==> src/verilog/mines_pkg.sv <==
package mines_pkg;

    // ====================
    // enums

    typedef enum logic [1:0] {
        LVL_EASY,
        LVL_MEDIUM,
        LVL_HARD
    } level_t;

    typedef enum logic [1:0] {
        SYM_HIDDEN,
        SYM_FLAG,
        SYM_NUMBER,
        SYM_MINE
    } symbol_kind_t;

    typedef enum logic [1:0] {
        ST_IDLE,
        ST_READ,
        ST_WAIT,
        ST_WRITE
    } unit_state_t;

    // ====================
    // structs

    typedef struct packed {
        logic       flagged;
        logic       revealed;
        logic [3:0] count;    // neighbour mines from 0 to 8
    } cell_t;

    typedef struct packed {
        logic       valid;
        logic       we;
        logic [7:0] addr;
        cell_t      wdata;
    } cell_req_t;

    typedef struct packed {
        symbol_kind_t kind;
        logic [3:0]   count;
    } symbol_t;

    // ====================
    // board helpers

    function automatic logic [4:0] side_of(input level_t lvl);
        case (lvl)
            LVL_EASY:   return 5'd8;
            LVL_MEDIUM: return 5'd10;
            default:    return 5'd16;
        endcase
    endfunction

    function automatic logic [7:0] cell_addr(input logic [3:0] x, input logic [3:0] y);
        return {y, x};    // row stride of 16
    endfunction

endpackage
==> src/verilog/cell_ram.sv <==
`timescale 1ns/1ps

module cell_ram import mines_pkg::*; #(
    parameter int MAX_SIDE = 16
) (
    input  logic      clk,
    input  logic      rst_n,
    input  cell_req_t req,
    output cell_t     rdata
);

    localparam int DEPTH = MAX_SIDE * MAX_SIDE;

    cell_t mem [DEPTH];

    // one port whose registered read data shows the old value on a write
    always_ff @(posedge clk or negedge rst_n) begin
        if (!rst_n) begin
            for (int i = 0; i < DEPTH; i++) begin
                mem[i] <= '0;    // new game starts with a blank board
            end
            rdata <= '0;
        end else if (req.valid) begin
            rdata <= mem[req.addr];
            if (req.we) begin
                mem[req.addr] <= req.wdata;
            end
        end
    end

endmodule

==> config.mk <==
export PLATFORM = sky130hd
export DESIGN_NAME = cell_ram
export DESIGN_NICKNAME = d
export VERILOG_FILES = /design/src/verilog/mines_pkg.sv /design/src/verilog/cell_ram.sv
export SDC_FILE = /design/constraint.sdc
export NUM_CORES = 2
export LEC_CHECK = 0
export ABC_AREA = 1
export BUFFER_PORTS_ARGS = -buffer_cell sky130_fd_sc_hd__buf_2
export CORE_AREA = 2 2 450 452
export DETAILED_ROUTE_END_ITERATION = 6
export DIE_AREA = 0 0 452 454
export GPL_TIMING_DRIVEN = 1
export PLACE_DENSITY = 0.48
export SLEW_MARGIN = 25
export SYNTH_ARGS = -nofsm -noshare
export SYNTH_HDL_FRONTEND = slang
export SYNTH_SLANG_ARGS = --single-unit
export TNS_END_PERCENT = 10
==> constraint.sdc <==
create_clock -name clk -period 2.9 [get_ports clk]
set_clock_uncertainty 0.05 [all_clocks]
set_input_delay 0.435 -clock clk [delete_from_list [all_inputs] [get_ports clk]]
set_output_delay 0.435 -clock clk [all_outputs]
set_load 0.01 [all_outputs]
Yosys cells after proc, flatten, opt, wreduce, memory -nomap -nowiden
Index checks and enable logic that the tools add are counted.
{"block": "word_totals", "register_bits": 1542, "input_bits": 18, "output_inout_bits": 6, "word_cells": 782}
{"block": "classes", "magnitude_cmp": 2, "n_mux": 6, "n_bitwise": 1, "n_reduce_logical": 2}
{"operator": "1536-bit bitwise mux", "count": 1}
{"operator": "6-bit binary-select mux with 8-bit select", "count": 1}
{"operator": "6-bit demux with 8-bit select", "count": 1}
{"operator": "6-bit two-way mux", "count": 3}
{"operator": "9-bit >= comparator, second input constant", "count": 1}
{"operator": "9-bit by 1-bit < comparator with 1-bit output, second input constant", "count": 1}
{"operator": "8-bit inverter with 9-bit output", "count": 1}
{"operator": "2-bit AND reduction", "count": 1}
{"operator": "1-bit logical AND", "count": 1}

Depth between registers and ports, before layout
{"block": "depth", "ltp_word": 6, "depth_mapped": 18, "ltp_nobuf": 15}

Worst setup path after synthesis
No wires, ideal clock.
{"block": "synth_path", "path_type": "input port to flip-flop", "start": "input req[6] in the netlist's numbering", "end": "register rdata[3] in the netlist's numbering", "setup_ns": 0.117, "arrival_time_ns": 1.776, "required_ns": 2.733, "slack_ns": 0.957, "cell_stages": 17, "path_buffers": 3, "path_cell_list": "buf_6 -> nand2_8 -> inv_4 -> buf_6 -> buf_2 -> nand2_1 -> nand2_1 -> o21ai_0 -> nand2_1 -> nor2_1 -> nor2_1 -> nor2_1 -> nand2_1 -> nand2_1 -> nand2_1 -> nor2_1 -> nor2_1"}
{"block": "synth_between", "elab_chain_len": 4}
{"item": "from (decl)", "line": "cell_ram.sv:8", "text": "input cell_req_t req,"}
{"item": "8-bit inverter with 9-bit output (not written as such)", "line": "cell_ram.sv:24", "text": "rdata <= mem[req.addr];"}
{"item": "6-bit binary-select mux with 8-bit select", "line": "cell_ram.sv:24"}
{"item": "6-bit two-way mux (not written as such) (2 in series)", "line": "cell_ram.sv:24"}
{"item": "to (signal assigned)", "line": "cell_ram.sv:24"}
{"item": "to (decl)", "line": "cell_ram.sv:9", "text": "output cell_t rdata"}
Every way passes these cells. The select of a mux whose other input is x is not followed.
A chain may end at the register's enable or synchronous reset.

Worst setup path in the final report
{"block": "layout_path", "start": "input req[6] in the netlist's numbering", "end": "register rdata[0] in the netlist's numbering"}
The elaborated chain is that of the path after synthesis.

==> flow_metrics.tcl <==
set metrics [dict create \
    yosysTopAreaCell "dfrtp_1" \
    pwr-share-clk_pct 47.6 \
    die_w_um 452 \
    std_cell_rows 165 \
    grt_max_degree 135 \
    portBuffers 23 \
    crit_required_ns 3.60 \
    clock_path_buffers 3 \
    yosysWarnings 0 \
    maxCapViolations 0 \
    synth-main-ff-cell "dfrtp_1" \
    max_freq_ghz 0.424 \
    syn_area_mm2 0.0698 \
    numClockSinks 1542 \
    cts_max_level 4 \
    avgSynthCellArea_um2 7.74 \
    antenna_found_initial 11 \
    drive_above_1_share_pct 7.81 \
    tns_ns 0 \
    grt_use_total_pct 24.4 \
    overflow 0 \
    min_period_over_period_pct 81.3 \
    synthSimpleGateAreaFrac_pct 27.6 \
    powerDensity_mw_per_mm2 610 \
    viasPerCell 5.10 \
    synth.most_common_cell "nand2_1" \
    yosys_register_bits 1542 \
    peakVddDrop_uv 596 \
    start_util_pct 34.8 \
    globalplace.congestion 0.830 \
    vias 59500 \
    synth_edf_count 0 \
    grt_pass1_vias 58200 \
    maxSlewViolCount 0 \
    cts_setup_buffers 0 \
    p_sw_mw 12.3 \
    dp.cells 11400 \
    core_area_mm2 0.201 \
    ys_seq_area_share_pct 55.3 \
    ys_types 24 \
    synth_top_family_by_area "simple AND/OR/NAND/NOR gates" \
    rsz0062_at_grt "no" \
    synth-compound-area-share_pct 12.7 \
    internal-power_mw 37.0 \
    wl_um 250000 \
    path_class "in -> reg" \
    worst_pin_slew_ns 0.792 \
    start_kind "input port" \
    nets 8882 \
    switching_share_pct 25.0 \
    ant_nets 0 \
    cts_tree "done" \
    outcome "complete, no violations" \
    layout_min_cycle_time_ns 2.36 \
    grt_first_pass_wirelength_um 383000 \
    wire_per_inst_um 21.4 \
    drt_iter0_drc 5410 \
    combPwrFrac_pct 6.9 \
    synthCells 9014 \
    synthAdderAreaFrac_pct 0 \
    insertion_delay_ns 0.83 \
    p_leak_nw 37.7 \
    setup_viol 0 \
    die_area_mm2 0.205 \
    dpl.hpwl_um 157000 \
    slew_headroom_pct 47.2 \
    crit_arrival_ns 3.06 \
    syn2layout_area_growth_pct 15.8 \
    cts.clk_slew.worst_paths_ns 0.06 \
    power_frac_seq_pct 45.5 \
    die-height_um 454 \
    end_kind "flip-flop" \
    cp_max_fo 15 \
    async_flop_share_pct 100 \
    synthTopCellsByCount "nand2_1, dfrtp_1, o21ai_0" \
    cts_buffers 177 \
    synth_area_leaders "dfrtp_1, nand2_1, o21ai_0" \
    min_path_type "in -> reg" \
    synthesis.nets 9032 \
    dr.pass1.iters 6 \
    drcViolationCount 0 \
    synth.area.mux_share_pct 0 \
    finalHoldViolCount 0 \
    root_buffer "clkbuf_16" \
    stdcell_count 11700 \
    postCtsResizedCells 0 \
    io_pins 24 \
    synth_xor_area_share_pct 0 \
    synth_top_area_share_pct 55.3 \
]
[worst max-delay path, stage by stage]
cell     delay, ns
buf_8         0.14
buf_12        0.14
nor2_8        0.18
buf_12        0.23
buf_12        0.18
buf_12        0.12
nand2_1       0.06
nand4_1       0.14
nand2_1       0.08
nand2_1       0.09
nor2_1        0.06
nor2_1        0.28
nor2_1        0.08
buf_4         0.14
nand2_1       0.06
nand2_1       0.20
nand2_1       0.23
nor2_1        0.07
nor2_1        0.09
[cells in the final DEF (no fill, tap or decap), types with 2 or more instances in the layout]
cell,count
a21oi_1,105
a22oi_1,4
buf_12,133
buf_2,20
buf_4,223
buf_8,2
bufinv_16,14
clkbuf_1,48
clkbuf_16,183
clkbuf_8,43
clkinv_2,23
clkinv_4,3
clkinv_8,2
dfrtp_1,1542
diode_2,3
dlygate4sd3_1,2
inv_1,19
inv_16,4
inv_4,4
inv_6,6
inv_8,7
nand2_1,4483
nand2_2,4
nand3_1,89
nand4_1,123
nor2_1,236
nor2_2,8
nor2_4,21
o21ai_0,1208
o21ai_1,445
[path summary, 6_finish.rpt]
| kind | startpoint | end | slack [ns] | cells past startpoint |
|---|---|---|---|---|
| max | req[6] | rdata[0]$_DFFE_PN0P_ | 0.54 | 19 |
| min | req[5] | mem[827]$_DFFE_PN0P_ | 0.06 | 3 |
| max reg2reg | mem[499]$_DFFE_PN0P_ | rdata[1]$_DFFE_PN0P_ | 0.70 | 16 |
| min reg2reg | mem[877]$_DFFE_PN0P_ | mem[877]$_DFFE_PN0P_ | 0.43 | 2 |
| max in group asynchronous | rst_n | mem[566]$_DFFE_PN0P_ | 1.59 | 3 |
| min in group asynchronous | rst_n | mem[1164]$_DFFE_PN0P_ | 0.37 | 3 |
[through the flow]
step	hold slack (ns)	setup WS, ns	power (mW)	instance area, µm²	utilization, %
final	0.0580	0.543	49.3	80800	40.2
after global routing	0.0475	0.536	51.1	80800	40.2
after CTS	0.00535	0.640	49.8	80800	40.2
after detailed placement	0.423	-0.230	26.2	74700	37.2
after global placement	0.415	-0.269	26.2	74700	37.2
after floorplan	0.0894	0.957	24.2	69800	-
[cell type report]
class | count | area (µm²)
Fill cell | 20700 | 120000
Sequential cell | 1542 | 38600
Multi-Input combinational cell | 6730 | 28100
Clock buffer | 274 | 5350
Timing Repair Buffer | 380 | 4490
Tap cell | 2672 | 3340
Clock inverter | 51 | 702
Inverter | 33 | 211
Antenna cell | 3 | 7.51
[power groups by stage]
stage | clock network [mW] | registers (mW) | logic [mW]
2_1_floorplan | 0 | 22.7 | 1.51
3_3_place_gp | 0 | 22.8 | 3.40
3_5_place_dp | 0 | 22.8 | 3.42
4_1_cts | 23.9 | 22.4 | 3.43
5_1_grt | 24.9 | 22.5 | 3.72
6_report | 23.5 | 22.4 | 3.40
[routing by layer]
metal	track usage [%]	wire length [µm]
met1	35.4	118000
met2	38.7	114000
met3	3.11	12600
met4	6.01	5900
met5	0	34
[sequential cells by signal, indices dropped and copies added, names as in the netlist]
signal and flops:
rdata 6, mem 1536
[timing repair]
action	in CTS	in global routing
setup endpoints to repair	0	0
endpoints found under the hold margin	849	0
hold buffers	2	0
[cell families after synthesis]
group | count (synthesis)
buf+inv | 742
flops | 1542
compound gates | 1764
simple gates | 4966
(Power assumes the default switching activity.)
