**config.mk**
```make
export PLATFORM = sky130hd
export DESIGN_NAME = cell_arbiter
export DESIGN_NICKNAME = d
export VERILOG_FILES = /design/src/verilog/mines_pkg.sv /design/src/verilog/cell_arbiter.sv
export SDC_FILE = /design/constraint.sdc
export NUM_CORES = 1
export LEC_CHECK = 0
export BUFFER_PORTS_ARGS = -buffer_cell sky130_fd_sc_hd__buf_2
export CAP_MARGIN = 30
export CELL_PAD_IN_SITES_DETAIL_PLACEMENT = 2
export CELL_PAD_IN_SITES_GLOBAL_PLACEMENT = 2
export CORE_MARGIN = 1
export CORE_UTILIZATION = 12
export DETAILED_ROUTE_END_ITERATION = 6
export GPL_TIMING_DRIVEN = 0
export PLACE_DENSITY = 0.87
export SLEW_MARGIN = 20
export SYNTH_ARGS = -nofsm -noshare
export SYNTH_HDL_FRONTEND = slang
export SYNTH_SLANG_ARGS = --single-unit
```
**constraint.sdc**
```tcl
create_clock -name vclk -period 0.98
set_clock_uncertainty 0.2 [all_clocks]
set_input_delay 0.147 -clock vclk [all_inputs]
set_output_delay 0.147 -clock vclk [all_outputs]
set_load 0.02 [all_outputs]
```
**src/verilog/mines_pkg.sv**
```systemverilog
package mines_pkg;

    // ====================
    // enums

    typedef enum logic [1:0] {
        LVL_EASY,
        LVL_MEDIUM,
        LVL_HARD
    } level_t;

    typedef enum logic [1:0] {
        SYM_HIDDEN,
        SYM_FLAG,
        SYM_NUMBER,
        SYM_MINE
    } symbol_kind_t;

    typedef enum logic [1:0] {
        ST_IDLE,
        ST_READ,
        ST_WAIT,
        ST_WRITE
    } unit_state_t;

    // ====================
    // structs

    typedef struct packed {
        logic       flagged;
        logic       revealed;
        logic [3:0] count;    // neighbour mines from 0 to 8
    } cell_t;

    typedef struct packed {
        logic       valid;
        logic       we;
        logic [7:0] addr;
        cell_t      wdata;
    } cell_req_t;

    typedef struct packed {
        symbol_kind_t kind;
        logic [3:0]   count;
    } symbol_t;

    // ====================
    // board helpers

    function automatic logic [4:0] side_of(input level_t lvl);
        case (lvl)
            LVL_EASY:   return 5'd8;
            LVL_MEDIUM: return 5'd10;
            default:    return 5'd16;
        endcase
    endfunction

    function automatic logic [7:0] cell_addr(input logic [3:0] x, input logic [3:0] y);
        return {y, x};    // row stride of 16
    endfunction

endpackage
```
**src/verilog/cell_arbiter.sv**
```systemverilog
`timescale 1ns/1ps

module cell_arbiter import mines_pkg::*; (
    input  cell_req_t fetch_req,
    input  cell_req_t defuse_req,
    input  cell_req_t flag_req,
    output logic      fetch_gnt,
    output logic      defuse_gnt,
    output logic      flag_gnt,
    output cell_req_t ram_req
);

    // ====================
    // fixed priority fetch > defuse > flag

    always_comb begin
        fetch_gnt  = fetch_req.valid;                           // display never stalls
        defuse_gnt = defuse_req.valid && !fetch_req.valid;
        flag_gnt   = flag_req.valid && !fetch_req.valid && !defuse_req.valid;
    end

    always_comb begin
        if (fetch_gnt) begin
            ram_req = fetch_req;
        end else if (defuse_gnt) begin
            ram_req = defuse_req;
        end else if (flag_gnt) begin
            ram_req = flag_req;
        end else begin
            ram_req = '0;    // idle cycle with no access
        end
    end

endmodule

```
==> After elaboration in Yosys (flattened, before gate mapping) <==
Cells that the tools add are included.
{ "totals": {"register_bits": 0, "inputBits": 48, "out_inout_bits": 19, "word_cells": 8} }
{ "classes": {"mux": 3, "n_reduce_logical": 5} }
{ "ops": {"columns": ["operator", "count"], "rows": [
  ["16-bit 2-to-1 mux", 3],
  ["1-bit logical AND", 3],
  ["1-bit zero test", 2]
]} }

==> Longest topological paths before layout <==
Gate-level depths: netlist of run 1.
{ "logic_depth": {"ltp_word": 6, "mapped_depth": 4, "depth_no_buf": 2} }

==> Worst setup path after synthesis of run 1 <==
Ideal clock, no wire load.
{ "synth_path": {"kind": "input to output", "from": "input port flag_req[15] in the netlist's numbering", "to": "output port flag_gnt", "arrival_time_ns": 0.925, "t_required_ns": 0.633, "path_slack_ns": -0.292, "stages": 3, "n_path_buf": 2, "cell_sequence": "buf_4 buf_6 nor3b_1"} }
{ "synth_between": {"elab_chain_len": 2} }
{ "synth_rtl": {"columns": ["element", "line", "rtl"], "rows": [
  ["start, declared", "cell_arbiter.sv:6", "input cell_req_t flag_req,"],
  ["1-bit logical AND (2 in a row)", "cell_arbiter.sv:19", "flag_gnt = flag_req.valid && !fetch_req.valid && !defuse_req.valid;"],
  ["end, declared", "cell_arbiter.sv:9", "output logic flag_gnt,"]
]} }
Every way passes these cells.

==> summary.txt, run 1 <==
Status
  • Status: complete, but fails checks
  • Failing checks: negative setup slack

Min path
  • Hold path start: flag_req[15]
  • Worst Hold End: ram_req[15]
  • Hold Crit Depth: 3
  • Hold Path Class: input port to output port

Power
  • Logic pwr share: 100.0%
  • Seq pwr share: 0%
  • PwrDens: around 530 nW/um^2
  • NetSw: 0.3443 mW
  • Static Leakage: between 0.5 and 0.6 nW
  • Clock power share: 0%
  • Cell Int Power: just over 0.4 mW
  • Sw frac: 46.06%
  • Peak supply drop: between 0.15 and 0.2 mV

Synthesis
  • Simple logic cell fraction of the synthesized area: 51.71%
  • Mux cell area share after synthesis: 0%
  • Synth unique cells: 8
  • Mapped Nets: 120
  • Complex-gate fraction of the synthesized area: approximately 34%
  • Adder-cell share of the synthesized area: 0%
  • Post-Syn Instances: 72
  • Xor/xnor share of the synthesized area: 0%
  • Register area share after synthesis: 0%
  • Largest family of logic cells by synthesized area: simple AND/OR/NAND/NOR gates
  • Syn. warnings: 0
  • Syn Area/Cell: 6.082 um^2
  • Post-Synthesis Cell Area: between 400 and 500 um^2

Cells and area
  • Layout cells sized above 1: ~87%
  • Finished Cell Area: between 1000 and 1500 um^2
  • Register Area: 0 um^2
  • Sequential cells: 0
  • Area growth syn-to-layout: 224.0%
  • Antenna cells: 0
  • CLK BUF: 0
  • Core Util, Final: between 40 and 50%
  • Finished Layout Cells: 190
  • Final nets: a little under 200

Clock network
  • Hold_buf cts: 0

Global routing
  • First-pass GRT wire length: 4.823 mm
  • Overall Global Routing Usage: roughly 16%
  • Vias in the first global route: between 900 and 1,000
  • Initial antenna violation count: 0
  • GR Overflow Total: 0
  • Pin count of the biggest net entering global routing: 11

Flow run
  • Max-cap viol count: 0

Placed design
  • Setup WS pre-CTS: -393.1 ps
  • Post-DP HPWL: 2.282 mm
  • Gp weighted congestion: 0.7076
  • Number of I/O port buffers: 66
  • Placed Cells: roughly 180
  • Cell Area, Placed: 1010 um^2

Critical path
  • Critical Path End Type: output port
  • Startpoint class of the critical path: input port
  • Critical Path Fanout Max: 7
  • CP Data Required Time: approximately 630 ps
  • Crit Path Class: input port to output port
  • Crit path DAT: around 900 ps

Timing
  • Final worst-path setup slack: -265.3 ps
  • Max_slew headroom: between 80% and 90%
  • RSZ-0062 raised after global routing: yes
  • Least-Margin Pin Slew: roughly 200 ps
  • Final setup viols: 18
  • Fmax achieved: around 800 MHz
  • Pins Over Slew Limit: 0
  • Crit path time final: ~1200 ps
  • Fin. Hold Viols: 0
  • Setup TNS Final: -3952 ps
  • Final period utilization: 127.1%

Detailed routing
  • Drt drc: 0
  • Initial drt markers: 14
  • Routed Antenna Nets: 0
  • Vias after detailed routing: between 800 and 900
  • Post-DR wirelength/cell: 16.10 um
  • Drt pass-1 iters: 4
  • Total wire length: 3.059 mm
  • DR vias/cell: roughly 4.3

Floorplan
  • # rows: 21
  • CORE AREA: roughly 3400 um^2
  • Die area: between 3000 and 4000 um^2
  • Die Ht: around 62 um
  • Starting Density: roughly an eighth
  • Die W: approximately 62 um
  • # IOs: 67
through the flow:
stage,total power [mW],hold slack (ps)
after floorplan,0.3249,206.6
after global placement,0.5042,445.5
after detailed placement,0.5258,455.4
after CTS,0.7360,390.8
after global routing,0.7898,393.2
final,0.7475,387.7
layout by cell type, fill, tap and decap left out, types with 2 or more instances in the layout:
cell type	instances
buf_2	46
buf_6	19
a21oi_4	17
nand3b_1	15
nor2b_2	13
a21oi_2	12
buf_4	6
buf_12	5
nor2b_1	3
buf_8	2
buf_16	2
how the worst max path moves through the flow:
stage                   start     endpoint  slack, ps  depth (start not counted)
4_1_cts        defuse_req[15]  ram_req[12]       -260                          5
3_5_place_dp    fetch_req[15]  ram_req[11]       -390                          5
5_1_grt        defuse_req[15]  ram_req[11]       -290                          5
3_3_place_gp    fetch_req[15]  ram_req[12]       -360                          5
6_report       defuse_req[15]  ram_req[11]       -270                          5
2_1_floorplan    flag_req[15]  ram_req[10]        -60                          4
cell usage after synthesis:
cell	n	area (um^2)
or3_1	1	6.260
nor2b_1	16	100.1
nand3b_1	15	112.6
buf_2	4	20.02
buf_6	1	11.26
nor3b_1	1	7.510
a21oi_1	30	150.1
buf_4	4	30.03
final cells by class:
class | instances | area [um^2]
Timing Repair Buffer | 72 | 568.0
Multi-Input combinational cell | 63 | 661.9
Buffer | 9 | 131.4
Tap cell | 46 | 57.56
Fill cell | 386 | 1997
per-layer routing:
| metal | vias to the layer above | global-route usage (%) | routed length (um) |
|---|---|---|---|
| met5 | - | 0 | 0 |
| met4 | 0 | 0 | 0 |
| met1 | 400 | 15.68 | 1081 |
| met3 | 0 | 0.9124 | 100 |
| li1 | 400 | - | - |
| met2 | 26 | 35.05 | 1877 |
logic make-up (layout without fill, tap and decap cells):
group	Yosys count	in the layout
buffers and inverters	9	81
AND/OR/NAND/NOR	33	33
AO/OA/AOI/OAI	30	30
repair_timing:
action,in CTS,in global routing
buffers inserted,3,0
gates resized for setup,88,2
gates cloned,2,1
setup endpoints to repair,18,18
pin swaps,5,3
power by group through the flow:
| stage | Combinational [mW] | Clock [mW] | Sequential [mW] |
|---|---|---|---|
| finish | 0.748 | 0 | 0 |
| global route | 0.790 | 0 | 0 |
| CTS | 0.736 | 0 | 0 |
| detailed placement | 0.526 | 0 | 0 |
| global placement | 0.504 | 0 | 0 |
| floorplan | 0.325 | 0 | 0 |
worst max-delay path, stage by stage:
cell,delay (ps)
buf_12,120
clkbuf_16,150
nand3b_1,190
a21oi_4,150
buf_6,130
Power figures use the tool's default switching activity.
==> run 2, diff against run 1 <==
--- a/config.mk
+++ b/config.mk
@@ -12,7 +12,6 @@
 export CORE_MARGIN = 1
 export CORE_UTILIZATION = 12
 export DETAILED_ROUTE_END_ITERATION = 6
-export GPL_TIMING_DRIVEN = 0
 export PLACE_DENSITY = 0.87
 export SLEW_MARGIN = 20
 export SYNTH_ARGS = -nofsm -noshare
==> constraint.sdc (replaced) <==
create_clock -name vclk -period 0.98
set_clock_uncertainty 0.2 [all_clocks]
set_input_delay 0.147 -clock vclk [all_inputs]
set_output_delay 0.147 -clock vclk [all_outputs]
set_load 0.01 [all_outputs]
==> run 2 against run 1 <==
The flow still finishes with violations (negative setup slack). Utilization decreased by 7.5 points. Cell count shrank 3.7%. Global-route usage fell by 0.38 points. Die area did not move.
==> summary.txt, run 2 (synthesized netlist as in run 1, its figures left out) <==
Timing
  • Pins Over Slew Limit: 0
  • RSZ-0062 raised after global routing: yes
  • Final worst-path setup slack: -133.1 ps
  • Final setup viols: 17
  • Max_slew headroom: between 80 and 90%
  • Final period utilization: 113.6%
  • Fmax achieved: around 900 MHz
  • Least-Margin Pin Slew: around 190 ps
  • Fin. Hold Viols: 0
  • Crit path time final: roughly 1100 ps

Critical path
  • Critical Path End Type: output port
  • Crit Path Class: input port to output port
  • Crit path DAT: between 700 and 800 ps
  • Critical Path Fanout Max: 7
  • CP Data Required Time: 630 ps
  • Startpoint class of the critical path: input port

Min path
  • Worst Hold End: fetch_gnt
  • Hold Path Class: input port to output port
  • Hold Crit Depth: 2
  • Hold path start: fetch_req[15]

Detailed routing
  • DR vias/cell: between 4 and 5
  • Total wire length: ~3.0 mm
  • Drt drc: 0
  • Initial drt markers: 30
  • Vias after detailed routing: approximately 820
  • Post-DR wirelength/cell: around 16 um
  • Routed Antenna Nets: 0
  • Drt pass-1 iters: 3

Power
  • Pwr Total: 0.5355 mW
  • Static Leakage: 0.5245 nW
  • Peak supply drop: 0.1594 mV
  • PwrDens: ~460 nW/um^2

Cells and area
  • Layout cells sized above 1: 78.83%
  • Antenna cells: 0
  • Most frequent cells in the layout: 63 x buf_2, 22 x a21oi_2, 15 x nand3b_1
  • CLK BUF: 0
  • Finished Cell Area: ~1200 um^2
  • Area of the multi-input gates: 543.0 um^2
  • Filler cells: 416
  • Area growth syn-to-layout: 165.7%
  • Most common cell after layout, fill and taps aside: buf_2
  • Register Area: 0 um^2
  • Sequential cells: 0
  • Final nets: 187

Global routing
  • Vias in the first global route: between 900 and 1,000
  • Initial antenna violation count: 0
  • Pin count of the biggest net entering global routing: 18
  • First-pass GRT wire length: roughly 4.7 mm
  • Overall Global Routing Usage: between 15 and 20%
  • GR Overflow Total: 0

Placed design
  • Cell Area, Placed: 835.8 um^2
  • Gp weighted congestion: approximately 0.67
  • Post-DP HPWL: 1.855 mm
  • Number of I/O port buffers: between 60 and 70

Status
  • Status: complete, but fails checks
  • Failing checks: negative setup slack

Floorplan
  • Die area: 3895 um^2
  • Die W: around 62 um
  • CORE AREA: between 3000 and 4000 um^2
  • Starting Density: approximately 13%
  • # rows: 21
  • # IOs: 67
  • Die Ht: around 62 um

Flow run
  • Max-cap viol count: 0

Clock network
  • Hold_buf cts: 0
## run 2: cell count changes in the layout (fill, tap and decap cells not counted), sizes merged
| cell | delta |
|---|---|
| buf | -6 |
| clkbuf | -1 |
## run 2: what timing repair did
item / in CTS / in global routing
setup endpoints to repair: 19 / 17
cloned: 4 / 0
setup buffers: 2 / 0
pin swaps: 5 / 10
resized for setup: 45 / 3
## run 2: metrics by stage
stage	hold WS, ps	cells	worst slack [ps]	utilization, %	TNS [ps]
after floorplan	185.8	72	5.811	-	0
after CTS	374.8	183	-129.6	33.74	-1247
final	363.9	183	-133.1	34.07	-1322
after global routing	382.8	183	-160.9	34.07	-1846
after detailed placement	426.0	177	-405.5	24.47	-6913
after global placement	417.3	177	-352.5	24.47	-5874
## run 2: worst max-delay path by stage
stage                   from  cells past startpoint          end  slack [ps]
6_report        flag_req[15]                      5   ram_req[1]        -130
3_5_place_dp   fetch_req[15]                      4   ram_req[5]        -410
4_1_cts         flag_req[15]                      3  ram_req[15]        -130
3_3_place_gp   fetch_req[15]                      4   ram_req[2]        -350
5_1_grt         flag_req[15]                      5   ram_req[5]        -160
2_1_floorplan   flag_req[15]                      4  ram_req[10]           6
## run 2: per-layer routing
metal,GRT usage [%],up-vias,share of wire (%)
met5,0,-,0
met2,30.71,45,55
met1,17.21,379,38
met3,2.372,0,7.0
met4,0,0,0
li1,-,393,-
## run 2: critical path, cell delays in order
cell      delay (ps)
buf_12            90
buf_12           110
nand3b_1          90
a21oi_2          160
buf_2            160
## run 2: where the power goes
group | internal [mW] | leakage [nW] | total [mW] | switching [mW]
sequential | 0 | 0 | 0 | 0
combinational | 0.304 | 0.525 | 0.535 | 0.232
clock | 0 | 0 | 0 | 0
## run 2: cell type report
type                       instances  share of cell area [%]
multi-input combinational         63                   46.67
tap                               46                   4.946
timing repair buffer              74                   48.39
==> run 3, diff against run 2 <==
--- a/config.mk
+++ b/config.mk
@@ -13,6 +13,7 @@
 export CORE_UTILIZATION = 12
 export DETAILED_ROUTE_END_ITERATION = 6
 export PLACE_DENSITY = 0.87
+export SETUP_SLACK_MARGIN = 0.5
 export SLEW_MARGIN = 20
 export SYNTH_ARGS = -nofsm -noshare
 export SYNTH_HDL_FRONTEND = slang
==> run 3 against run 2 <==
The run still ends with negative setup slack left. Non-clock buffer count up 2. Highest routed layer unchanged. Setup slack improved by 1.3 ps. Cell count increased by 1.1%. Die area is the same. Sequential share of layout area unchanged. Design area rose by 6.9%. Combinational power is 6.2% higher. Utilization rose by 2.3 points. Sequential cell count unchanged.
==> summary.txt, run 3 (synthesized netlist as in run 1, its figures left out) <==
Status
  • Status: complete, but fails checks
  • Failing checks: negative setup slack

Timing
  • Pins Over Slew Limit: 0
  • Fmax achieved: around 900 MHz
  • Least-Margin Pin Slew: around 170 ps
  • RSZ-0062 raised after global routing: yes
  • Max_slew headroom: 88.37%
  • Crit path time final: ~1100 ps
  • Final period utilization: 113.5%
  • Final worst-path setup slack: -131.8 ps
  • Fin. Hold Viols: 0
  • Setup TNS Final: -869.5 ps
  • WHS: ~320 ps
  • Final setup viols: 16

Floorplan
  • # rows: 21
  • CORE AREA: ~3400 um^2
  • Die area: just under 4000 um^2
  • # IOs: 67
  • Die Ht: 62.41 um
  • Die W: 62.41 um
  • Starting Density: around 13%

Cells and area
  • Antenna cells: 0
  • Area growth syn-to-layout: 184.0%
  • Most frequent cells in the layout: 61 x buf_2, 26 x a21oi_2, 15 x nand3b_1
  • Register Area: 0 um^2
  • CLK BUF: 0
  • Most common cell after layout, fill and taps aside: buf_2
  • Final nets: 189
  • Layout cells sized above 1: between 80 and 90%
  • Sequential cells: 0
  • Finished Layout Cells: roughly 190
  • Finished Cell Area: 1244 um^2

Global routing
  • GR Overflow Total: 0
  • First-pass GRT wire length: ~4.8 mm
  • Pin count of the biggest net entering global routing: 18
  • Vias in the first global route: between 900 and 1,000
  • Overall Global Routing Usage: between 10% and 20%
  • Initial antenna violation count: 0

Placed design
  • Cell Area, Placed: 847.1 um^2
  • Placed Cells: ~180
  • Post-DP HPWL: 1.785 mm
  • Number of I/O port buffers: 67
  • Gp weighted congestion: around 0.65

Min path
  • Worst Hold End: fetch_gnt
  • Hold path start: fetch_req[15]
  • Hold Path Class: input port to output port
  • Hold Crit Depth: 2

Detailed routing
  • Drt drc: 0
  • Routed Antenna Nets: 0
  • Drt pass-1 iters: 3
  • Initial drt markers: 39
  • Vias after detailed routing: 834
  • Total wire length: roughly 3 mm
  • DR vias/cell: approximately 4.5
  • Post-DR wirelength/cell: 15.96 um

Critical path
  • Crit Path Class: input port to output port
  • Crit path DAT: 760 ps
  • CP Data Required Time: 630 ps
  • Startpoint class of the critical path: input port
  • Critical Path End Type: output port
  • Critical Path Fanout Max: 5

Flow run
  • Max-cap viol count: 0

Power
  • Static Leakage: about 0.54 nW
  • Peak supply drop: around 0.15 mV
  • PwrDens: 456.9 nW/um^2

Clock network
  • Hold_buf cts: 0
==> run 3: changes by cell type in the layout (fill, tap and decap cells not counted), moves of 2 or more <==
cell / delta
a21oi_1: -6
a21oi_2: +4
buf_6: +4
a21oi_4: +2
buf_12: -2
buf_16: +2
buf_2: -2
==> run 3: final cells by class <==
class,instances,area [um^2]
Multi-Input combinational cell,63,573.1
Fill cell,416,2172
Timing Repair Buffer,76,613.1
Tap cell,46,57.56
==> run 3: layer usage <==
metal	vias to the layer above	wire length, um	track usage, %
met4	0	0	0
li1	398	-	-
met2	46	1582	31.52
met3	0	178	0.9124
met1	390	1191	17.87
met5	-	0	0
==> run 3: power breakdown <==
part	switching [mW]	total, mW	internal [mW]
logic	0.240	0.568	0.328
clock network	0	0	0
registers	0	0	0
total	0.240	0.568	0.328
==> run 3: worst max-delay path by stage <==
stage,from,endpoint,slack (ps),depth (start not counted)
final,defuse_req[15],ram_req[15],-130,3
after global routing,defuse_req[15],ram_req[15],-140,3
after CTS,defuse_req[15],ram_req[15],-130,3
after detailed placement,defuse_req[15],ram_req[2],-450,4
after global placement,defuse_req[15],ram_req[2],-390,4
after floorplan,flag_req[15],ram_req[12],20,4
==> run 3: stage by stage <==
| stage | util [%] | setup WS, ps | total power, mW |
|---|---|---|---|
| 2_1_floorplan | - | 15.57 | 0.2281 |
| 3_3_place_gp | 24.80 | -386.2 | 0.3638 |
| 3_5_place_dp | 24.80 | -453.0 | 0.3834 |
| 4_1_cts | 36.41 | -129.6 | 0.5775 |
| 5_1_grt | 36.41 | -140.4 | 0.6100 |
| 6_report | 36.41 | -131.8 | 0.5682 |
==> run 3: repair_timing <==
item,CTS,global route
setup buffers,3,0
endpoints found under the hold margin,0,0
gates resized for setup,55,0
pin swaps,13,2
setup endpoints to repair,19,19
gates cloned,6,0
==> run 3: critical path, stage by stage <==
cell    delay [ps]
buf_16         110
or3_4          380
buf_6          130
