$ cat config.mk
export PLATFORM = sky130hd
export DESIGN_NAME = symbol_fetch
export DESIGN_NICKNAME = d
export VERILOG_FILES = /design/src/verilog/mines_pkg.sv /design/src/verilog/symbol_fetch.sv
export SDC_FILE = /design/constraint.sdc
export NUM_CORES = 1
export LEC_CHECK = 0
export BUFFER_PORTS_ARGS = -buffer_cell sky130_fd_sc_hd__buf_2
export CORE_AREA = 2 2 117 119
export CTS_CLUSTER_DIAMETER = 60
export DETAILED_ROUTE_END_ITERATION = 8
export DIE_AREA = 0 0 119 121
export GPL_TIMING_DRIVEN = 0
export SLEW_MARGIN = 25
export SYNTH_ARGS = -nofsm -noshare
export SYNTH_HDL_FRONTEND = slang
export SYNTH_SLANG_ARGS = --single-unit
$ cat constraint.sdc
create_clock -name clk -period 2.7 [get_ports clk]
set_input_delay 0.27 -clock clk [delete_from_list [all_inputs] [get_ports clk]]
set_output_delay 0.27 -clock clk [all_outputs]
set_load 0.005 [all_outputs]
$ cat src/verilog/mines_pkg.sv
package mines_pkg;

    // ====================
    // enums

    typedef enum logic [1:0] {
        LVL_EASY,
        LVL_MEDIUM,
        LVL_HARD
    } level_t;

    typedef enum logic [1:0] {
        SYM_HIDDEN,
        SYM_FLAG,
        SYM_NUMBER,
        SYM_MINE
    } symbol_kind_t;

    typedef enum logic [1:0] {
        ST_IDLE,
        ST_READ,
        ST_WAIT,
        ST_WRITE
    } unit_state_t;

    // ====================
    // structs

    typedef struct packed {
        logic       flagged;
        logic       revealed;
        logic [3:0] count;    // neighbour mines from 0 to 8
    } cell_t;

    typedef struct packed {
        logic       valid;
        logic       we;
        logic [7:0] addr;
        cell_t      wdata;
    } cell_req_t;

    typedef struct packed {
        symbol_kind_t kind;
        logic [3:0]   count;
    } symbol_t;

    // ====================
    // board helpers

    function automatic logic [4:0] side_of(input level_t lvl);
        case (lvl)
            LVL_EASY:   return 5'd8;
            LVL_MEDIUM: return 5'd10;
            default:    return 5'd16;
        endcase
    endfunction

    function automatic logic [7:0] cell_addr(input logic [3:0] x, input logic [3:0] y);
        return {y, x};    // row stride of 16
    endfunction

endpackage
$ cat src/verilog/symbol_fetch.sv
`timescale 1ns/1ps

module symbol_fetch import mines_pkg::*; #(
    parameter int MAX_SIDE = 16
) (
    input  logic                         clk,
    input  logic                         rst_n,
    input  logic                         scan_valid,
    input  logic [3:0]                   scan_x,
    input  logic [3:0]                   scan_y,
    input  logic [MAX_SIDE*MAX_SIDE-1:0] mine_map,
    input  logic                         explode,
    input  logic [3:0]                   blast_x,
    input  logic [3:0]                   blast_y,
    input  cell_t                        rdata,
    output cell_req_t                    req,
    output logic                         symbol_valid,
    output symbol_t                      symbol
);

    logic       s1_valid;
    logic       s2_valid;
    logic [3:0] s1_x;
    logic [3:0] s1_y;
    logic [3:0] s2_x;
    logic [3:0] s2_y;
    cell_t      s2_cell;
    symbol_t    next_symbol;

    always_comb begin
        req       = '0;
        req.valid = scan_valid;    // always granted
        req.addr  = cell_addr(scan_x, scan_y);
    end

    // ====================
    // pipeline

    always_ff @(posedge clk or negedge rst_n) begin
        if (!rst_n) begin
            s1_valid     <= 1'b0;
            s2_valid     <= 1'b0;
            symbol_valid <= 1'b0;
        end else begin
            s1_valid     <= scan_valid;
            s2_valid     <= s1_valid;
            symbol_valid <= s2_valid;
        end
    end

    always_ff @(posedge clk) begin
        s1_x    <= scan_x;
        s1_y    <= scan_y;
        s2_x    <= s1_x;
        s2_y    <= s1_y;
        s2_cell <= rdata;    // read data of the stage 1 access
        symbol  <= next_symbol;
    end

    always_comb begin
        next_symbol = '{kind: SYM_HIDDEN, count: 4'd0};
        if (explode && s2_x == blast_x && s2_y == blast_y &&
            mine_map[cell_addr(s2_x, s2_y)]) begin
            next_symbol.kind = SYM_MINE;
        end else if (s2_cell.flagged) begin
            next_symbol.kind = SYM_FLAG;
        end else if (s2_cell.revealed) begin
            next_symbol.kind  = SYM_NUMBER;
            next_symbol.count = s2_cell.count;
        end
    end

endmodule

Yosys cells after proc, flatten, opt, wreduce, memory -nomap -nowiden
Cells that the tools add are included.
{ "op_classes": {"magnitude_cmp": 1, "eq_ne": 2, "n_mux": 4, "n_bitwise": 1, "n_reduce_logical": 5} }
{ "op_table": {"columns": ["op", "n"], "rows": [
  ["less-than comparator 8 x 9 -> 1 bit (second input constant)", 1],
  ["binary-select mux 1 bit (select 8 bit)", 1],
  ["== test 4 bit", 2],
  ["two-way mux 6 bit", 1],
  ["logical AND 1 bit", 3],
  ["OR reduction 3 bit", 1],
  ["two-way mux 2 bit", 1],
  ["OR reduction 2 bit", 1],
  ["two-way mux 1 bit", 1],
  ["NOT 1 bit", 1]
]} }
{ "totals": {"ff_bits": 31, "input_bits": 282, "output_inout_bits": 23, "wordCells": 26} }

Depth between registers and ports, before layout
Gate-level depths: netlist of run 1.
{ "logic_depth": {"word_depth": 5, "mapped_depth": 10, "ltp_nobuf": 6} }

Worst setup path after synthesis of run 1
OpenSTA, ideal clock, no wires.
{ "synth_timing": {"path_kind": "register to register", "from": "register s2_x[0]", "to": "register symbol[4] (netlist bit)", "arrival_time_ns": 2.181, "slack_ns": 0.399, "stages_incl_launch_ff": 9, "synth_period_minus_slack_ns": 2.301, "path_cell_list": "dfxtp_1 -> buf_6 -> buf_8 -> mux4_1 -> a22oi_1 -> a211oi_1 -> a2111oi_4 -> a22oi_2 -> a211o_1"} }
{ "synth_via": {"elab_chain_len": 5, "elab_cells_between_ends": 7} }
{ "synth_lines": {"columns": ["item", "line_no", "source"], "rows": [
  ["from (decl)", "symbol_fetch.sv:25", "logic [3:0] s2_x;"],
  ["from (signal assigned)", "symbol_fetch.sv:54", "s2_x <= s1_x;"],
  ["branches (longest 3 deep; another with binary-select mux 1 bit (select 8 bit))", null, null],
  ["logical AND 1 bit (*)", "symbol_fetch.sv:62", "if (explode && s2_x == blast_x && s2_y == blast_y &&"],
  ["OR reduction 2 bit (no line) (*)", null, null],
  ["to (signal assigned)", "symbol_fetch.sv:57", "symbol <= next_symbol;"],
  ["to (decl)", "symbol_fetch.sv:18", "output symbol_t symbol"]
]} }
Mark *: on every way between the ends. The select of a mux whose other input is x is not followed.
A chain may end at the register's enable or synchronous reset.

Worst setup path in the final report of run 1
{ "layout_timing": {"from": "register s2_x[0]", "to": "register symbol[5] (netlist bit)"} }
{ "layout_via": {"elab_chain_len": 4, "elab_cells_between_ends": 6} }
{ "layout_lines": {"columns": ["item", "line_no"], "rows": [
  ["branches (longest 3 deep; another with binary-select mux 1 bit (select 8 bit))", null],
  ["logical AND 1 bit (*)", "symbol_fetch.sv:62"]
]} }
Marked as above.

==> results of run 1 <==
-- report_power, final --
group	leakage [nW]	internal, mW	total [mW]	switching, mW
Sequential	0.270	0.483	0.493	0.0101
Clock	0.0727	0.358	0.531	0.174
Combinational	2.21	0.401	0.690	0.289
-- cell families (layout without fill, tap and decap cells) --
| family | Yosys count | in the layout | share of synthesized area (%) |
|---|---|---|---|
| compound gates | 50 | 50 | 11.90 |
| xor+xnor | 7 | 7 | 1.881 |
| buf+inv | 43 | 348 | 9.981 |
| flops | 31 | 31 | 19.50 |
| simple gates | 49 | 49 | 7.908 |
| other cells | 1 | 7 | 0.1151 |
| mux | 81 | 81 | 48.71 |
-- cell usage in the layout, fill, tap and decap left out, types with 3 or more instances in the layout --
cell	instances
clkbuf_16	5
xnor2_1	7
inv_1	4
buf_6	3
o21ai_0	4
mux2i_1	20
nor2_1	9
a211oi_1	5
dfrtp_1	3
nand2_1	8
buf_2	300
clkbuf_2	3
dfxtp_1	28
nand3_1	8
buf_4	21
a31oi_1	3
a22oi_1	14
a21oi_1	5
nand4_1	4
a22oi_2	4
conb_1	7
nor2b_1	9
buf_12	5
mux4_1	15
mux4_2	42
-- registers in the layout, summed over array words and instances (netlist names) --
name / count
s1_x: 4
s1_y: 4
symbol_valid: 1
s2_valid: 1
symbol: 6
s2_y: 4
s2_x: 4
s2_cell: 6
s1_valid: 1
-- path summary, 6_finish.rpt --
kind | cells past startpoint | slack (ns) | to
setup / recovery | 8 | 0.11 | symbol[5]
hold / removal | 1 | 0.1 | s2_cell[2]
hold reg to reg | 0 | 0.32 | s2_x[1]
setup reg to reg | 8 | 0.11 | symbol[5]
min in group asynchronous | 2 | 0.34 | s1_valid
max in group asynchronous | 2 | 2.26 | s2_valid
-- synthesized netlist by cell type, types with 2 or more instances --
master,count,area share (%)
mux4_2,42,29
dfxtp_1,28,17
mux2i_1,21,6.4
buf_4,19,4.4
a22oi_1,17,3.9
mux4_1,15,12
nor2_1,9,1.0
nor2b_1,9,1.7
buf_2,8,1.2
nand2_1,8,0.92
nand3_1,8,1.2
a211oi_1,7,1.6
xnor2_1,7,1.9
a21oi_1,5,0.77
clkbuf_1,5,0.58
inv_1,4,0.46
nand4_1,4,0.77
nor4_1,4,0.77
o21ai_0,4,0.61
a31oi_1,3,0.58
buf_12,3,1.8
buf_6,3,1.0
dfrtp_1,3,2.3
a211o_1,2,0.54
a22o_1,2,0.54
and2_1,2,0.38
mux2_2,2,0.69
o211ai_1,2,0.46
o22ai_1,2,0.38
-- per-stage QoR --
step | total power [mW] | area [µm²] | worst slack (ns) | cells
CTS | 1.716 | 5171 | 0.01116 | 749
global route | 1.811 | 5268 | -0.003112 | 749
finish | 1.715 | 5268 | 0.1065 | 749
global placement | 1.155 | 4989 | -0.2685 | 741
floorplan | 0.8499 | 3282 | 0.3995 | 268
detailed placement | 1.171 | 4989 | -0.3032 | 741
-- worst max-delay path: cells and delay by family, from the launching register on --
kind | cells | cell delay [ns]
mux | 1 | 0.56
flops | 1 | 0.34
buf+inv | 2 | 0.34
compound gates | 5 | 1.22
-- metal layers --
metal	share of wire (%)	vias to the layer above	GRT usage, %
met5	0.045	-	0
met3	7.3	13	3.571
met2	55	237	42.89
li1	-	1700	-
met1	37	1788	23.04
met4	0.84	2	3.646
-- area by class of cell --
type                            instances  area [µm²]  area share, %
Multi-Input combinational cell        194        2381          45.20
Timing Repair Buffer                  298        1496          28.41
Buffer                                 39       375.4          7.126
Tap cell                              176       220.2          4.181
Sequential cell                        31       635.6          12.07
Clock buffer                            6       138.9          2.637
Inverter                                4       15.01         0.2850
Clock inverter                          1       5.005        0.09501
-- repair_timing --
item	CTS	global route
endpoints found under the setup margin	6	6
hold endpoints to repair	3	0
pin swaps	0	3
hold buffers	1	0
resized for setup	11	21
==> run metrics, run 1 <==
pwr dens approximately 330 nW/µm²; via count roughly 3,700; CP Launch Point s2_x[0]; final WL 15,580 µm; post-synthesis cell type count 43; last weighted congestion value of the routability-driven placer ~0.86; Max Transition Viols Final 0; die height between 100 and 150 µm; Slew Limit Headroom between 30% and 40%; Crit Path Class reg2reg; core area ~13,000 µm²; Initial Utilization 24.91%; CP Data Arrival Time around 2.8 ns; Crit-path slowest cell mux4_1; Sink Count 31; Slew @ Worst Pin slightly above 0.9 ns; CP Capture Type flip-flop; Post-synth EDFFs 0; # diodes 0; drt via density roughly 5.0; CP cell instances buf_8, buf_12, mux4_1, a22oi_1, a211oi_2, a2111oi_4, a22oi_2, a211o_1; final worst path period share 96.06%; htree depth 2; Total Routing Usage GR a little over a fifth; Async SR Flop Fraction under 10%; DRC 0; share of layout cells above drive strength 1 69.81%; Synth Instances around 260; Worst path max stage delay approximately 0.56 ns; drt first-iter violations around 160; Hold WC Path Type in2reg; GRT overflow 0; Port Buf Inserts between 200 and 300; Pleak about 2.6 nW; Skew-Pair Late Insertion Delay 0.27 ns; Final Skew 0.005008 ns; post-synthesis sequential area ratio about a fifth; P&R area growth vs syn 61.61%; IR drop worst, VDD around 0.00026 V; Seq cells post-synth 31; CTS tree built; Required @ worst endpoint about 2.9 ns; I/O pin cnt a little over 300; Layout Nets 855; fin crit period roughly 2.6 ns; R2R Path Start s2_x[0]; Fillers about 1,300; vias in the first global route a little over 4,000; worst-path maximum fanout 10; first-pass GRT wire length approximately 23,000 µm; final core utilization 40.26%; Setup TNS Final 0 ns; Hold Startpoint rdata[2]; outcome complete, no violations; final setup fails 0; Root Buffer clkbuf_16; antenna viol nets, final 0; half-perimeter wire length after placement ~13,000 µm; Post-CTS Setup Bufs 0; Yosys warnings 0; drt wl/cell a little over 20 µm; hold_ws a little under 0.1 ns; die width 119 µm; Cell Area, Synth between 3000 and 4000 µm²; Site Rows between 40 and 50; Clock Path Buffers 2; Hold Fails Final Rpt 0; drt pass-1 iters 6; total CTS buffers 5; fmax ~390 MHz; kind of start point of the critical path flip-flop; max cap viols 0; Mean Syn Cell Area roughly 12 µm²; antenna violations before repair 1; clk slew on worst S/H paths ~0.050 ns; largest net degree at the start of global routing 11; Synth Flop Type dfxtp_1; die area ~14,000 µm²
No activity file was read; power rests on OpenSTA's default activity.
==> run 2: changes to the inputs <==
Settings changed: RECOVER_POWER set to 100, SLEW_MARGIN 25 to 20.
==> run metrics, run 2 (synthesis gave the netlist of run 1 again) <==
outcome complete, no violations; Port Buf Inserts 297; die height roughly 120 µm; max cap viols 0; GR Util met1 a little under a quarter; Setup TNS Final 0 ns; total CTS buffers 5; most common cell after layout, fill and taps aside buf_2; Crit Path Class reg2reg; Slew Limit Headroom ~37%; R2R Path Start s2_x[0]; FF-to-FF setup slack around 0.1 ns; CP Launch Point s2_x[0]; antenna violations before repair 1; first-pass GRT wire length between 20,000 and 25,000 µm; Max Transition Viols Final 0; Storage cell area between 600 and 700 µm²; most frequent cells in the layout 286 x buf_2, 42 x mux4_2, 28 x dfxtp_1, 20 x mux2i_1, 17 x buf_4; CP cell instances buf_8, buf_12, mux4_1, a22oi_1, a211oi_2, a2111oi_4, a22oi_2, a211o_1; fmax 384.9 MHz; Final Power approximately 1.7 mW; final setup fails 0; Crit-path slowest cell mux4_1; Hold Fails Final Rpt 0; final worst path period share 96.24%; htree depth 2; half-perimeter wire length after placement between 10,000 and 15,000 µm; GR Layer Usage met3 3.571%; last weighted congestion value of the routability-driven placer 0.8608; drt first-iter violations around 150; Inst Count DP approximately 740; IR drop worst, VDD 0.0002608 V; multi-input combinational cell area 2381 µm²; share of layout cells above drive strength 1 67.36%; antenna viol nets, final 0; DRC 0; CP endpoint symbol[5]; P&R area growth vs syn 61.08%; final core utilization around two fifths; CP Data Arrival Time between 2 and 3 ns; Root Buffer clkbuf_16; vias in the first global route between 4,000 and 5,000; Slew @ Worst Pin a little over 0.9 ns; final WL approximately 16,000 µm; DP Worst Slack -0.3032 ns; worst-path maximum fanout 10; Layout Nets around 860; Hold WC Path Type in2reg; die width 119 µm; worst r2r dst symbol[5]; largest registers s2_cell (6), symbol (6); GRT overflow 0; largest net degree at the start of global routing 11; Worst path max stage delay approximately 0.56 ns; Site Rows 42; Initial Utilization about a quarter; I/O pin cnt 305; kind of start point of the critical path flip-flop; # diodes 0; pwr dens roughly 330 nW/µm²; Skew-Pair Late Insertion Delay ~0.27 ns; via count 3,746; die area about 14,000 µm²; fin worst setup slack about 0.10 ns; reg2reg path depth 8; non-filler cells, final ~750; Clock Path Buffers 2; Final Skew 0.005457 ns; Total Routing Usage GR a little over a fifth; CTS tree built; drt via density about 5; Sink Count 31; Required @ worst endpoint 2.86 ns; Post-CTS Setup Bufs 0; hold_ws between 0.09 and 0.1 ns; CP Capture Type flip-flop; Fillers 1,323; placed inst area ~5000 µm²; drt pass-1 iters 6; Pleak about 2.5 nW; met2 Usage GRT between 40% and 50%; drt wl/cell between 20 and 25 µm; final instance area roughly 5300 µm²; fin crit period 2.598 ns; core area between 10,000 and 15,000 µm²; clk slew on worst S/H paths 0.05 ns; GRT Max-Usage Layer met2
[run 2: worst min-delay path by stage]
stage | from | endpoint | slack (ns) | cells past startpoint
6_report | rdata[2] | s2_cell[2] | 0.1 | 1
5_1_grt | rdata[5] | s2_cell[5] | 0.09 | 1
4_1_cts | rdata[2] | s2_cell[2] | 0.09 | 1
3_5_place_dp | rst_n | s1_valid | 0.07 | 1
3_3_place_gp | rst_n | symbol_valid | 0.07 | 1
2_1_floorplan | rst_n | s1_valid | -0.03 | 0
[run 2: worst max-delay path, delay by kind of cell (launching register included)]
family	cells	cell delay [ns]
multiplexers	1	0.56
AO/OA/AOI/OAI	5	1.22
flip-flops	1	0.34
buffers and inverters	2	0.34
[run 2: report_power, final]
group	switching [mW]	total [mW]	internal, mW
Combinational	0.289	0.688	0.398
Clock	0.173	0.531	0.358
Sequential	0.0102	0.493	0.483
Total	0.473	1.71	1.24
[run 2: final cells by class]
type                    instances  area share (%)
plain buffers                  39           7.150
clock buffers                   6           2.645
multi-input cells             194           45.35
repair buffers                298           28.17
well taps                     176           4.194
clock inverters                 1         0.09533
flip-flops and latches         31           12.11
inverters                       4          0.2860
[run 2: routing by layer]
metal / part of all wire, % / wire length (µm)
met5: 0.045 / 7
met4: 0.90 / 140
met3: 7.2 / 1114
met2: 55 / 8542
met1: 37 / 5766
[run 2: what timing repair did]
item	in CTS	in global routing
setup endpoints to repair	6	6
gates resized for setup	11	21
hold buffers	1	0
cloned	0	0
pin swaps	0	3
endpoints found under the hold margin	3	0
==> run 3: changes to the inputs <==
Settings changed: BUFFER_PORTS_ARGS -buffer_cell sky130_fd_sc_hd__buf_2 to -buffer_cell sky130_fd_sc_hd__clkbuf_2, CTS_BUF_LIST set to sky130_fd_sc_hd__clkbuf_16.
==> run metrics, run 3 (synthesis gave the netlist of run 1 again) <==
half-perimeter wire length after placement roughly 13,000 µm; drt via density ~4.8; R2R Path Start s2_x[0]; Hold Startpoint rdata[0]; Slew @ Worst Pin between 0.9 and 1 ns; drt first-iter violations around 130; max cap viols 0; fin worst setup slack around 0.15 ns; P&R area growth vs syn 61.19%; most frequent cells in the layout 287 x clkbuf_2, 42 x mux4_2, 28 x dfxtp_1, 21 x mux2i_1, 17 x buf_4; CP Data Arrival Time 2.71 ns; CP Capture Type flip-flop; Final Skew 0.005939 ns; Site Rows 42; CP Launch Point s2_x[0]; Port Buf Inserts between 200 and 300; Initial Utilization about 25%; vias in the first global route roughly 4,000; DP Worst Slack -0.2960 ns; Required @ worst endpoint around 2.9 ns; htree depth 2; CP endpoint symbol[5]; Final Power approximately 1.7 mW; IR drop worst, VDD slightly below 0.0003 V; CTS tree built; worst r2r dst symbol[5]; final setup fails 0; Sink Count 31; worst-path maximum fanout 10; die area between 10,000 and 15,000 µm²; Crit Path Class reg2reg; I/O pin cnt around 300; RSZ-0062 raised after global routing false; placed inst area about 5000 µm²; Hold WC Path Type in2reg; Pleak roughly 2.6 nW; clk slew on worst S/H paths roughly 0.050 ns; antenna viol nets, final 0; drt pass-1 iters 4; final worst path period share approximately 94%; Total Routing Usage GR around a fifth; Root Buffer clkbuf_16; reg2reg path depth 8; GRT overflow 0; largest net degree at the start of global routing 11; DRC 0; Max Transition Viols Final 0; FF-to-FF setup slack approximately 0.15 ns; kind of start point of the critical path flip-flop; first-pass GRT wire length between 20,000 and 25,000 µm; Clock Path Buffers 2; die width between 100 and 150 µm; share of layout cells above drive strength 1 between 60% and 70%; largest registers s2_cell (6), symbol (6); die height around 120 µm; fin crit period 2.550 ns; total CTS buffers 5; via count around 3,700; Skew-Pair Late Insertion Delay about 0.27 ns; most common cell after layout, fill and taps aside clkbuf_2; final WL between 10,000 and 15,000 µm; Hold Fails Final Rpt 0; fmax between 300 and 400 MHz; final instance area 5254 µm²; core area 13,090 µm²; Layout Nets 859; antenna violations before repair 0; drt wl/cell just under 20 µm; outcome complete, no violations; Slew Limit Headroom approximately 34%; # diodes 0; pwr dens approximately 320 nW/µm²; last weighted congestion value of the routability-driven placer approximately 0.85
run 3: cell count changes in the layout (fill, tap and decap cells not counted), sizes merged:
cell	before	now
clkinv	1	2
clkbuf	28	315
inv	4	5
buf	314	30
run 3: critical path, cell delays in order (launching register included):
cell and delay, ns:
dfxtp_1 0.33, buf_8 0.13, buf_12 0.16, mux4_1 0.57, a22oi_1 0.25, a211oi_2 0.14
a2111oi_4 0.34, a22oi_2 0.17, a211o_1 0.33
run 3: what timing repair did:
item | CTS | global route
resized for setup | 8 | 22
hold buffers | 1 | 0
setup endpoints to repair | 6 | 6
buffers inserted | 0 | 4
endpoints found under the hold margin | 3 | 0
pin swaps | 0 | 2
run 3: report_power, final:
group          internal (mW)  switching [mW]
clock                  0.330           0.173
combinational          0.402           0.279
sequential             0.483          0.0101
run 3: area by class of cell:
cell class	count	area, µm²
clock inverter	3	11.26
fill	1294	7831
tap	176	220.2
sequential	31	635.6
buffer	39	370.4
inverter	4	15.01
multi-input combinational	194	2354
clock buffer	5	125.1
timing repair buffer	302	1523
run 3: per-layer routing:
layer / wire length (µm) / GRT usage (%) / vias up
li1: - / - / 1705
met1: 5675 / 23.21 / 1717
met4: 161 / 2.976 / 0
met3: 1092 / 3.853 / 14
met2: 8057 / 40.48 / 216
met5: 0 / 0 / -
run 3: how the worst min path moves through the flow:
| stage | cells after the start | end |
|---|---|---|
| after floorplan | 0 | s1_valid |
| after global placement | 1 | symbol_valid |
| after detailed placement | 1 | symbol_valid |
| after CTS | 1 | s2_cell[0] |
| after global routing | 1 | s2_cell[5] |
| final | 1 | s2_cell[0] |
run 3: per-stage QoR:
stage	hold WS, ns	cells	TNS, ns	util, %
6_report	0.1010	754	0	40.15
5_1_grt	0.09340	754	0	40.15
4_1_cts	0.09790	750	0	39.40
3_5_place_dp	0.07057	741	-1.338	38.12
3_3_place_gp	0.06736	741	-1.291	38.12
2_1_floorplan	-0.02559	268	0	-
